`src/source/fpVecMulPkg.sv`:
```
package fpVecMulPkg;
	// fp16 operand format
	localparam int HALF_W = 16;
	localparam int HALF_EXP_W = 5;
	localparam int HALF_MAN_W = 10;
	localparam int HALF_BIAS = 15;
	localparam int SINGLE_W = 32;
	localparam logic [HALF_W-1:0] CANON_NAN_H = 16'h7E00; // Quiet NaN, zero payload

	// Wishbone widths
	localparam int WB_ADDR_W = 8; // Byte addressed
	localparam int WB_DATA_W = 32;

	// Address map
	localparam logic [WB_ADDR_W-1:0] ADDR_CMD = 8'h00; // Write only
	localparam logic [WB_ADDR_W-1:0] ADDR_STATUS = 8'h04; // bit0 busy, bit1 done
	localparam logic [WB_ADDR_W-1:0] ADDR_OPER_BASE = 8'h10; // a in 31:16, b in 15:0
	localparam logic [WB_ADDR_W-1:0] ADDR_RES_BASE = 8'h20;
	localparam logic [WB_ADDR_W-1:0] ADDR_FLAG_BASE = 8'h30;
	localparam int LANE_STRIDE = 4;
	localparam int MAX_LANES = 4;
	localparam int LANE_W = $clog2(MAX_LANES);

	// Input exception vector, MSB first
	typedef struct packed {
		logic anySpecial;
		logic aNaN;
		logic bNaN;
		logic aInf;
		logic bInf;
	} flagVec_t;

	typedef enum logic [1:0] {CMD_NOP = 2'd0, CMD_START = 2'd1, CMD_CLEAR = 2'd2} cmdOp_e;
	typedef enum logic [1:0] {ST_IDLE = 2'd0, ST_ACK = 2'd1} bankState_e;
	typedef enum logic {RD_RESULT = 1'b0, RD_FLAGS = 1'b1} readKind_e;
endpackage
```
`src/source/readIf.sv`:
```
`timescale 1ns/1ns

// Combinational read window into the collector
interface readIf;
	logic [fpVecMulPkg::LANE_W-1:0] rdLane;
	fpVecMulPkg::readKind_e rdKind;
	logic [fpVecMulPkg::WB_DATA_W-1:0] rdData;
	logic busy; // Beats still in flight

	modport request (output rdLane, rdKind, input rdData, busy);
	modport respond (input rdLane, rdKind, output rdData, busy);
endinterface

```
`src/source/laneIf.sv`:
```
`timescale 1ns/1ns

// One operand beat in, one product beat out
interface laneIf;
	logic issueValid; // Single cycle per start
	logic [fpVecMulPkg::HALF_W-1:0] opA;
	logic [fpVecMulPkg::HALF_W-1:0] opB;
	logic prodValid; // Four cycles after issueValid
	logic [fpVecMulPkg::HALF_W-1:0] product;
	fpVecMulPkg::flagVec_t flags;

	modport feed (output issueValid, opA, opB);
	modport lane (input issueValid, opA, opB, output prodValid, product, flags);
	// No back-pressure; issueValid visible so the collector can count in-flight beats
	modport drain (input issueValid, prodValid, product, flags);
endinterface

```
`src/source/fpVecMulTop.sv`:
```
`timescale 1ns/1ns

module fpVecMulTop #(
	parameter int NUM_LANES = 4 // 1 to 4
) (
	input logic clk,
	input logic rst,
	input logic i_wbCyc,
	input logic i_wbStb,
	input logic i_wbWe,
	input logic [fpVecMulPkg::WB_ADDR_W-1:0] i_wbAdr,
	input logic [fpVecMulPkg::WB_DATA_W-1:0] i_wbDatW,
	output logic [fpVecMulPkg::WB_DATA_W-1:0] o_wbDatR,
	output logic o_wbAck
);
	laneIf lanes [NUM_LANES] ();
	readIf rdBus ();
	logic clearPulse; // CMD_CLEAR
	logic done;

	wbOperandBank #(.NUM_LANES(NUM_LANES)) uBank (
		.clk(clk),
		.rst(rst),
		.i_wbCyc(i_wbCyc),
		.i_wbStb(i_wbStb),
		.i_wbWe(i_wbWe),
		.i_wbAdr(i_wbAdr),
		.i_wbDatW(i_wbDatW),
		.o_wbDatR(o_wbDatR),
		.o_wbAck(o_wbAck),
		.o_lanes(lanes),
		.o_rd(rdBus),
		.i_done(done),
		.o_clear(clearPulse)
	);

	for (genvar g = 0; g < NUM_LANES; g++) begin : gLane
		fp16MulLane uLane (.clk(clk), .rst(rst), .io_lane(lanes[g]));
	end

	fp16ResultCollector #(.NUM_LANES(NUM_LANES)) uCollect (
		.clk(clk),
		.rst(rst),
		.i_clear(clearPulse),
		.i_lanes(lanes),
		.o_rd(rdBus),
		.o_done(done)
	);
endmodule

```
`src/source/fp16ResultCollector.sv`:
```
`timescale 1ns/1ns

module fp16ResultCollector #(
	parameter int NUM_LANES = 4
) (
	input logic clk,
	input logic rst,
	input logic i_clear,
	laneIf.drain i_lanes [NUM_LANES],
	readIf.respond o_rd,
	output logic o_done
);
	localparam int HW = fpVecMulPkg::HALF_W;
	localparam int EW = fpVecMulPkg::HALF_EXP_W;
	localparam int MW = fpVecMulPkg::HALF_MAN_W;
	localparam int SW = fpVecMulPkg::SINGLE_W;
	localparam int SMW = 23; // fp32 mantissa
	localparam int SEW = 8;
	localparam int REBIAS = 127 - fpVecMulPkg::HALF_BIAS; // 112

	logic [NUM_LANES-1:0] laneValid;
	logic [HW-1:0] laneProd [NUM_LANES];
	fpVecMulPkg::flagVec_t laneFlags [NUM_LANES];
	logic [SW-1:0] results [NUM_LANES];
	fpVecMulPkg::flagVec_t flagRegs [NUM_LANES];
	logic laneIssue;
	logic [2:0] inFlight; // Up to four beats

	// Exact widening, products are never subnormal
	function automatic logic [SW-1:0] halfToSingle(input logic [HW-1:0] h);
		logic [SEW-1:0] e;
		e = SEW'(h[MW +: EW]) + SEW'(REBIAS);
		if (h[HW-2:0] == '0) begin
			return {h[HW-1], {(SW - 1){1'b0}}}; // Signed zero
		end
		if (&h[MW +: EW]) begin
			return {h[HW-1], {SEW{1'b1}}, h[MW-1:0], {(SMW - MW){1'b0}}}; // Inf or NaN
		end
		return {h[HW-1], e, h[MW-1:0], {(SMW - MW){1'b0}}};
	endfunction

	for (genvar g = 0; g < NUM_LANES; g++) begin : gDrain
		assign laneValid[g] = i_lanes[g].prodValid;
		assign laneProd[g] = i_lanes[g].product;
		assign laneFlags[g] = i_lanes[g].flags;
	end

	assign laneIssue = i_lanes[0].issueValid; // Lanes issue together

	always_ff @(posedge clk) begin
		if (rst) begin
			inFlight <= '0;
		end else begin
			inFlight <= inFlight + 3'(laneIssue) - 3'(laneValid[0]);
		end
	end

	// High from the issue cycle on
	assign o_rd.busy = (inFlight != '0) || laneIssue;

	always_ff @(posedge clk) begin
		if (rst || i_clear) begin
			o_done <= 1'b0;
			for (int i = 0; i < NUM_LANES; i++) begin
				results[i] <= '0;
				flagRegs[i] <= '0;
			end
		end else begin
			if (laneValid[0]) o_done <= 1'b1;
			for (int i = 0; i < NUM_LANES; i++) begin
				if (laneValid[i]) begin
					results[i] <= halfToSingle(laneProd[i]); // Last beat wins
					flagRegs[i] <= laneFlags[i];
				end
			end
		end
	end

	always_comb begin
		o_rd.rdData = '0;
		if (int'(o_rd.rdLane) < NUM_LANES) begin
			if (o_rd.rdKind == fpVecMulPkg::RD_FLAGS) begin
				o_rd.rdData = fpVecMulPkg::WB_DATA_W'(flagRegs[o_rd.rdLane]);
			end else begin
				o_rd.rdData = results[o_rd.rdLane];
			end
		end
	end

	lanesInStep: assert property (@(posedge clk) disable iff (rst)
		(laneValid == '0) || (&laneValid));
endmodule

```
`src/source/fp16MulLane.sv`:
```
`timescale 1ns/1ns

module fp16MulLane (
	input logic clk,
	input logic rst,
	laneIf.lane io_lane
);
	localparam int HW = fpVecMulPkg::HALF_W;
	localparam int EW = fpVecMulPkg::HALF_EXP_W;
	localparam int MW = fpVecMulPkg::HALF_MAN_W;
	localparam int PW = 2 * (MW + 1); // Full 11x11 product
	localparam int XW = EW + 3; // Signed exponent after bias removal
	localparam logic signed [XW-1:0] BIAS_S = XW'(fpVecMulPkg::HALF_BIAS);
	localparam logic signed [XW-1:0] EMAX_S = XW'(2 ** EW - 2); // Largest finite exponent

	logic [4:1] vld; // Valid bit per stage

	// Prep classification
	logic aExpMax, bExpMax;
	logic aNaN, bNaN, aInf, bInf, aZero, bZero;
	logic nanIn;

	// Stage registers
	logic sA1, sB1, nan1, inf1, zero1;
	logic [EW-1:0] eA1, eB1;
	logic [MW:0] mA1, mB1; // Hidden bit included
	fpVecMulPkg::flagVec_t flg1, flg2, flg3, flg4;
	logic s2, nan2, inf2, zero2;
	logic [EW:0] eSum2;
	logic [PW-1:0] mP2;
	logic s3, nan3, inf3, zero3;
	logic signed [XW-1:0] eN3;
	logic [MW-1:0] man3;
	logic ovf;
	logic [HW-1:0] prodOut, prod4;

	assign aExpMax = &io_lane.opA[MW +: EW];
	assign bExpMax = &io_lane.opB[MW +: EW];
	assign aNaN = aExpMax && (|io_lane.opA[MW-1:0]);
	assign bNaN = bExpMax && (|io_lane.opB[MW-1:0]);
	assign aInf = aExpMax && !(|io_lane.opA[MW-1:0]);
	assign bInf = bExpMax && !(|io_lane.opB[MW-1:0]);
	assign aZero = !(|io_lane.opA[MW +: EW]); // Subnormals count as zero
	assign bZero = !(|io_lane.opB[MW +: EW]);
	assign nanIn = aNaN || bNaN || (aInf && bZero) || (bInf && aZero); // Inf x 0 too

	assign ovf = mP2[PW-1]; // Product in [2,4)

	// Output select
	always_comb begin
		if (nan3) begin
			prodOut = fpVecMulPkg::CANON_NAN_H;
		end else if (inf3 || eN3 > EMAX_S) begin
			prodOut = {s3, {EW{1'b1}}, {MW{1'b0}}}; // Saturate
		end else if (zero3 || eN3 <= 0) begin
			prodOut = {s3, {(HW - 1){1'b0}}}; // Flush
		end else begin
			prodOut = {s3, eN3[EW-1:0], man3};
		end
	end

	always_ff @(posedge clk) begin
		if (rst) begin
			vld <= '0;
		end else begin
			vld <= {vld[3:1], io_lane.issueValid};
		end
	end

	always_ff @(posedge clk) begin
		// Prep
		sA1 <= io_lane.opA[HW-1];
		sB1 <= io_lane.opB[HW-1];
		eA1 <= io_lane.opA[MW +: EW];
		eB1 <= io_lane.opB[MW +: EW];
		mA1 <= {1'b1, io_lane.opA[MW-1:0]};
		mB1 <= {1'b1, io_lane.opB[MW-1:0]};
		nan1 <= nanIn;
		inf1 <= (aInf || bInf) && !nanIn;
		zero1 <= (aZero || bZero) && !nanIn;
		flg1 <= '{aNaN || bNaN || aInf || bInf, aNaN, bNaN, aInf, bInf};
		// Execute
		s2 <= sA1 ^ sB1;
		eSum2 <= {1'b0, eA1} + {1'b0, eB1};
		mP2 <= mA1 * mB1;
		{nan2, inf2, zero2} <= {nan1, inf1, zero1};
		flg2 <= flg1;
		// Normalize, truncating the low bits
		s3 <= s2;
		man3 <= ovf ? mP2[PW-2 -: MW] : mP2[PW-3 -: MW];
		eN3 <= $signed({2'b00, eSum2}) + $signed(XW'(ovf)) - BIAS_S;
		{nan3, inf3, zero3} <= {nan2, inf2, zero2};
		flg3 <= flg2;
		// Output
		prod4 <= prodOut;
		flg4 <= flg3;
	end

	assign io_lane.prodValid = vld[4];
	assign io_lane.product = prod4;
	assign io_lane.flags = flg4;

	fourCycleLatency: assert property (@(posedge clk) disable iff (rst)
		io_lane.prodValid == $past(io_lane.issueValid, 4));
endmodule

```
`src/source/wbOperandBank.sv`:
```
`timescale 1ns/1ns

module wbOperandBank #(
	parameter int NUM_LANES = 4
) (
	input logic clk,
	input logic rst,
	input logic i_wbCyc,
	input logic i_wbStb,
	input logic i_wbWe,
	input logic [fpVecMulPkg::WB_ADDR_W-1:0] i_wbAdr,
	input logic [fpVecMulPkg::WB_DATA_W-1:0] i_wbDatW,
	output logic [fpVecMulPkg::WB_DATA_W-1:0] o_wbDatR,
	output logic o_wbAck,
	laneIf.feed o_lanes [NUM_LANES],
	readIf.request o_rd,
	input logic i_done,
	output logic o_clear
);
	localparam int AW = fpVecMulPkg::WB_ADDR_W;
	localparam int DW = fpVecMulPkg::WB_DATA_W;
	localparam int HW = fpVecMulPkg::HALF_W;
	localparam int LW = fpVecMulPkg::LANE_W;
	localparam int WIN_SPAN = fpVecMulPkg::MAX_LANES * fpVecMulPkg::LANE_STRIDE;
	localparam int LANE_LSB = $clog2(fpVecMulPkg::LANE_STRIDE);
	localparam logic [AW-1:0] WIN_MASK = ~(AW'(WIN_SPAN - 1)); // Strips lane offset

	fpVecMulPkg::bankState_e state;
	fpVecMulPkg::cmdOp_e cmdOp;
	logic [DW-1:0] operands [NUM_LANES]; // Packed a/b pairs
	logic [DW-1:0] rdMux;
	logic [AW-1:0] winBase;
	logic [LW-1:0] laneSel;
	logic laneOk;
	logic req;
	logic issueValid;

	// New transfer only while idle, so each cyc/stb gets one ack
	assign req = i_wbCyc && i_wbStb && (state == fpVecMulPkg::ST_IDLE);
	assign o_wbAck = (state == fpVecMulPkg::ST_ACK);
	assign cmdOp = fpVecMulPkg::cmdOp_e'(i_wbDatW[1:0]);

	assign winBase = i_wbAdr & WIN_MASK;
	assign laneSel = i_wbAdr[LANE_LSB +: LW];
	assign laneOk = int'(laneSel) < NUM_LANES; // Lanes above NUM_LANES are unmapped

	// Collector window decode
	assign o_rd.rdLane = laneSel;
	assign o_rd.rdKind = (winBase == fpVecMulPkg::ADDR_FLAG_BASE) ?
		fpVecMulPkg::RD_FLAGS : fpVecMulPkg::RD_RESULT;

	always_comb begin
		rdMux = '0; // Unmapped reads return zero
		if (i_wbAdr == fpVecMulPkg::ADDR_STATUS) begin
			rdMux[1:0] = {i_done, o_rd.busy};
		end else if (laneOk && winBase == fpVecMulPkg::ADDR_OPER_BASE) begin
			rdMux = operands[laneSel];
		end else if (laneOk && (winBase == fpVecMulPkg::ADDR_RES_BASE ||
				winBase == fpVecMulPkg::ADDR_FLAG_BASE)) begin
			rdMux = o_rd.rdData;
		end
	end

	// Ack FSM plus command pulses, all land in the ack cycle
	always_ff @(posedge clk) begin
		if (rst) begin
			state <= fpVecMulPkg::ST_IDLE;
			issueValid <= 1'b0;
			o_clear <= 1'b0;
		end else begin
			issueValid <= 1'b0;
			o_clear <= 1'b0;
			case (state)
				fpVecMulPkg::ST_IDLE: begin
					if (req) begin
						state <= fpVecMulPkg::ST_ACK;
						if (i_wbWe && i_wbAdr == fpVecMulPkg::ADDR_CMD) begin
							issueValid <= (cmdOp == fpVecMulPkg::CMD_START);
							o_clear <= (cmdOp == fpVecMulPkg::CMD_CLEAR);
						end
					end
				end
				default: state <= fpVecMulPkg::ST_IDLE; // Ack lasts one cycle
			endcase
		end
	end

	always_ff @(posedge clk) begin
		if (rst) begin
			for (int i = 0; i < NUM_LANES; i++) begin
				operands[i] <= '0;
			end
		end else if (req && i_wbWe && laneOk && winBase == fpVecMulPkg::ADDR_OPER_BASE) begin
			operands[laneSel] <= i_wbDatW;
		end
	end

	// Read data registered with the ack
	always_ff @(posedge clk) begin
		if (req) begin
			o_wbDatR <= rdMux;
		end
	end

	// Every lane sees the same start pulse
	for (genvar g = 0; g < NUM_LANES; g++) begin : gFeed
		assign o_lanes[g].issueValid = issueValid;
		assign o_lanes[g].opA = operands[g][HW +: HW];
		assign o_lanes[g].opB = operands[g][0 +: HW];
	end

	ackFollowsReq: assert property (@(posedge clk) disable iff (rst)
		$rose(o_wbAck) |-> $past(i_wbCyc && i_wbStb));
endmodule

```
`config.mk`:
```
export PLATFORM = sky130hd
export DESIGN_NAME = fpVecMulTop
export DESIGN_NICKNAME = d
export VERILOG_FILES = /design/src/source/fpVecMulPkg.sv /design/src/source/readIf.sv /design/src/source/laneIf.sv /design/src/source/fpVecMulTop.sv /design/src/source/fp16ResultCollector.sv /design/src/source/fp16MulLane.sv /design/src/source/wbOperandBank.sv
export SDC_FILE = /design/constraint.sdc
export NUM_CORES = 2
export LEC_CHECK = 0
export ABC_AREA = 1
export BUFFER_PORTS_ARGS = -buffer_cell sky130_fd_sc_hd__clkbuf_2
export CELL_PAD_IN_SITES_DETAIL_PLACEMENT = 1
export CELL_PAD_IN_SITES_GLOBAL_PLACEMENT = 2
export CORE_UTILIZATION = 45
export CTS_BUF_LIST = sky130_fd_sc_hd__clkbuf_4 sky130_fd_sc_hd__clkbuf_8
export CTS_CLUSTER_SIZE = 20
export DETAILED_ROUTE_END_ITERATION = 16
export GPL_TIMING_DRIVEN = 0
export PLACE_DENSITY = 0.95
export SYNTH_ARGS = -nofsm -noshare
export SYNTH_HDL_FRONTEND = slang
export SYNTH_SLANG_ARGS = --single-unit
```
`constraint.sdc`:
```
create_clock -name clk -period 10.98 [get_ports clk]
set_clock_uncertainty 0.1 [all_clocks]
set_input_delay 1.647 -clock clk [delete_from_list [all_inputs] [get_ports clk]]
set_output_delay 1.647 -clock clk [all_outputs]
set_load 0.005 [all_outputs]
```
==> flow_summary_export.csv <==
group,metric,value,unit
yosys,netlist.area_leader.share,23.6,%
drt,drtPass1Iterations,5,
clocking,ctsHoldBuffers,0,
timing,tightest_slew,0.924,ns
critical_path,setup.worst_path.start_class,"flip-flop",
yosys,synth-seq-cells,719,
finish,final_util,50.7,%
die,dieWidth,300,microns
timing,fin_setup_tns,0,ns
clocking,clk_pin_slew,0.07,ns
finish,seqCellArea,0.0169,sq mm
clocking,clk_path_buf_depth,3,
global_routing,grt_max_degree,49,
critical_path,rr_endpoint,"gLane[1].uLane.mP2[21]",
global_routing,grt_usage,26.4,%
finish,nets,5166,
global_routing,grt_pass1_wl,181000,microns
drt,dr_total_vias,29627,
finish,nFillCells,10242,
pwr,p_leak,22.3,nW
die,core_area,0.0873,sq mm
hold_path,min_to,"gLane[1].uLane.zero3",
pwr,powerDensity,182,mW/mm^2
timing,max_freq,172,MHz
critical_path,rr_startpoint,"gLane[1].uLane.mB1[7]",
finish,final_cells,5793,
yosys,yosysSeqAreaShare,42.3,%
yosys,yosysWarnings,0,
clocking,cts_buffers,110,
timing,setup_viol,0,
placement,dp.cells,5585,
global_routing,grt_pass1_vias,31937,
critical_path,critPathCaptureType,"flip-flop",
critical_path,r2r_slack,5.18,ns
finish,drive_gt1_share,7.35,%
status,outcome,"finished, final reports clean",
timing,fin_crit,5.80,ns
timing,post-route-period-util,52.8,%
yosys,avgSynthCellArea,9.17,sq um
yosys,synthesis.nets,4972,
drt,wl_per_cell,20.0,microns
critical_path,crit_type,"flip-flop to flip-flop",
clocking,insertion_delay,0.73,ns
drt,ant_nets,0,
yosys,yosys-top-cells-count,"inv_1 (1013), nand2_1 (780), dfxtp_1 (471)",
yosys,postSynth.asyncResetShare,0,%
drt,drc,0,
hold_path,hp-start,"gLane[1].uLane.zero2",
yosys,synth_cell_types,48,
timing,relSlewSlack,37.9,%
yosys,netlist_area,0.0399,sq mm
critical_path,arrival,6.30,ns
placement,dpl.hpwl,92300,microns
die,die_y,300,microns
timing,hold_viol_final,0,
clocking,cts-root-buf,"clkbuf_8",
yosys,ys.flop_type,"dfxtp_1",
timing,hold_slack,0.219,ns
yosys,synthesis.instances,4348,
die,start_util,45.7,%
clocking,post_cts_buffers,0,
clocking,cts_tree,"done",
drt,avgViaCountPerCell,5.11,
run,maxCapViolCount,0,
pwr,ir_worst_vdd,114,uV
finish,area_growth,11.1,%
finish,multi_input_area,0.0187,sq mm
yosys,synth.top_cells.by_area,"dfxtp_1 (24%), edfxtp_1 (19%), fa_1 (16%)",
clocking,clock-sinks,719,
die,dieArea,0.0898,sq mm
drt,first_iter_violations,1954,
timing,rsz0062_at_grt,"false",
placement,place_congestion,0.899,
timing,final-max-slew-violation-count,0,
yosys,yosysMostFrequentCell,"inv_1",
hold_path,whs_path_depth,0,
clocking,h-tree-depth,3,
yosys,synth_edf_count,248,
critical_path,crit_fanout,10,
global_routing,grt_overflow,0,
yosys,yosysTopAreaCell,"dfxtp_1",
global_routing,antenna_found_initial,9,
drt,drt_wl_total,116000,microns
placement,port_buffers,76,
hold_path,hold_path_class,"flip-flop to flip-flop",
critical_path,r2r_cells,18,
critical_path,cp.required,11.48,ns
die,rows,108,
clocking,cts_resized,0,
die,io_pins,78,
-- worst max-delay path, stage by stage, from the launching register on --
cell and delay, ns:
dfxtp_1 0.45, clkbuf_1 0.53, nand2_1 0.13, inv_1 0.10, fa_1 0.45, fa_1 0.58
fa_1 0.43, fa_1 0.54, inv_1 0.07, fa_1 0.48, inv_1 0.04, ha_1 0.37
nand2_1 0.18, nor2_1 0.18, nand4_1 0.09, o21ai_0 0.58, nand2_1 0.18, nand3b_1 0.13
nand2_1 0.05
-- through the flow --
| step | worst slack, ns | total power [mW] | area, sq um |
|---|---|---|---|
| global placement | 2.09 | 5.70 | 41700 |
| floorplan | 4.67 | 4.98 | 39900 |
| CTS | 5.19 | 8.15 | 44300 |
| detailed placement | 5.21 | 5.78 | 41900 |
| global route | 4.87 | 8.61 | 44300 |
| finish | 5.18 | 8.08 | 44300 |
-- cells by family after synthesis --
logic type	Yosys count	synth area share [%]
XOR/XNOR	84	1.84
AO/OA/AOI/OAI	320	5.28
AND/OR/NAND/NOR	1489	15.3
adder cells (fa/ha/maj)	579	24.2
buffers and inverters	1157	11.1
flip-flops	719	42.3
-- layout make-up --
class / instances / share of cell area (%)
multi-input cells: 2472 / 42.1
flip-flops and latches: 719 / 38.1
inverters: 1018 / 8.63
clock buffers: 170 / 4.65
well taps: 1155 / 3.26
plain buffers: 139 / 1.34
repair buffers: 82 / 1.20
clock inverters: 37 / 0.703
diodes: 1 / 0.00565
-- per-layer routing --
metal | share of wire (%) | routed length, microns | up-vias | GRT usage [%]
met1 | 41 | 47700 | 14775 | 33.6
met4 | 4.7 | 5410 | 6 | 11.5
met3 | 5.8 | 6780 | 226 | 3.39
met5 | 0.029 | 34 | - | 0
li1 | - | - | 13742 | -
met2 | 48 | 56100 | 878 | 44.9
-- placed cells by master (no fill, tap or decap), types with 5 or more instances in the layout --
| cell type | instances |
|---|---|
| a21o_1 | 9 |
| a21oi_1 | 83 |
| a221oi_1 | 7 |
| a22o_1 | 21 |
| a22oi_1 | 42 |
| a31oi_1 | 14 |
| and2_1 | 7 |
| buf_1 | 7 |
| buf_2 | 21 |
| buf_4 | 10 |
| clkbuf_1 | 100 |
| clkbuf_2 | 76 |
| clkbuf_4 | 45 |
| clkbuf_8 | 125 |
| clkinv_1 | 12 |
| clkinv_2 | 14 |
| dfxtp_1 | 471 |
| edfxtp_1 | 248 |
| fa_1 | 321 |
| ha_1 | 258 |
| inv_1 | 1013 |
| nand2_1 | 779 |
| nand3_1 | 161 |
| nand3b_1 | 8 |
| nand4_1 | 38 |
| nor2_1 | 414 |
| nor3_1 | 49 |
| nor3b_1 | 5 |
| nor4_1 | 8 |
| o21a_1 | 7 |
| o21ai_0 | 60 |
| o21bai_1 | 23 |
| o221ai_1 | 16 |
| o22ai_1 | 7 |
| o31ai_1 | 6 |
| or2_2 | 9 |
| xnor2_1 | 30 |
| xor2_1 | 54 |
-- flip-flops by register name, summed over array words and instances, names as in the netlist, 24 cells and up --
name / count
uBank.operands: 128
gLane.uLane.man3: 40
uBank.o_wbDatR: 32
gLane.uLane.mB1: 40
gLane.uLane.eN3: 32
gLane.uLane.eSum2: 24
gLane.uLane.io_lane.product: 64
uCollect.results: 68
gLane.uLane.mA1: 40
gLane.uLane.mP2: 48
-- power breakdown --
group	switching (mW)	internal, mW
Clock	1.07	1.30
Sequential	0.182	3.13
Combinational	1.57	0.836
-- how the worst max path moves through the flow --
stage,endpoint,cells after the start,from
floorplan,uBank.operands[0][0],6,i_wbCyc
global placement,uBank.operands[0][19],7,i_wbCyc
detailed placement,gLane[1].uLane.mP2[21],18,gLane[1].uLane.mA1[7]
CTS,gLane[1].uLane.mP2[21],18,gLane[1].uLane.mA1[7]
global route,gLane[1].uLane.mP2[17],19,gLane[1].uLane.mA1[8]
finish,gLane[1].uLane.mP2[21],18,gLane[1].uLane.mB1[7]
(Power assumes the default switching activity.)
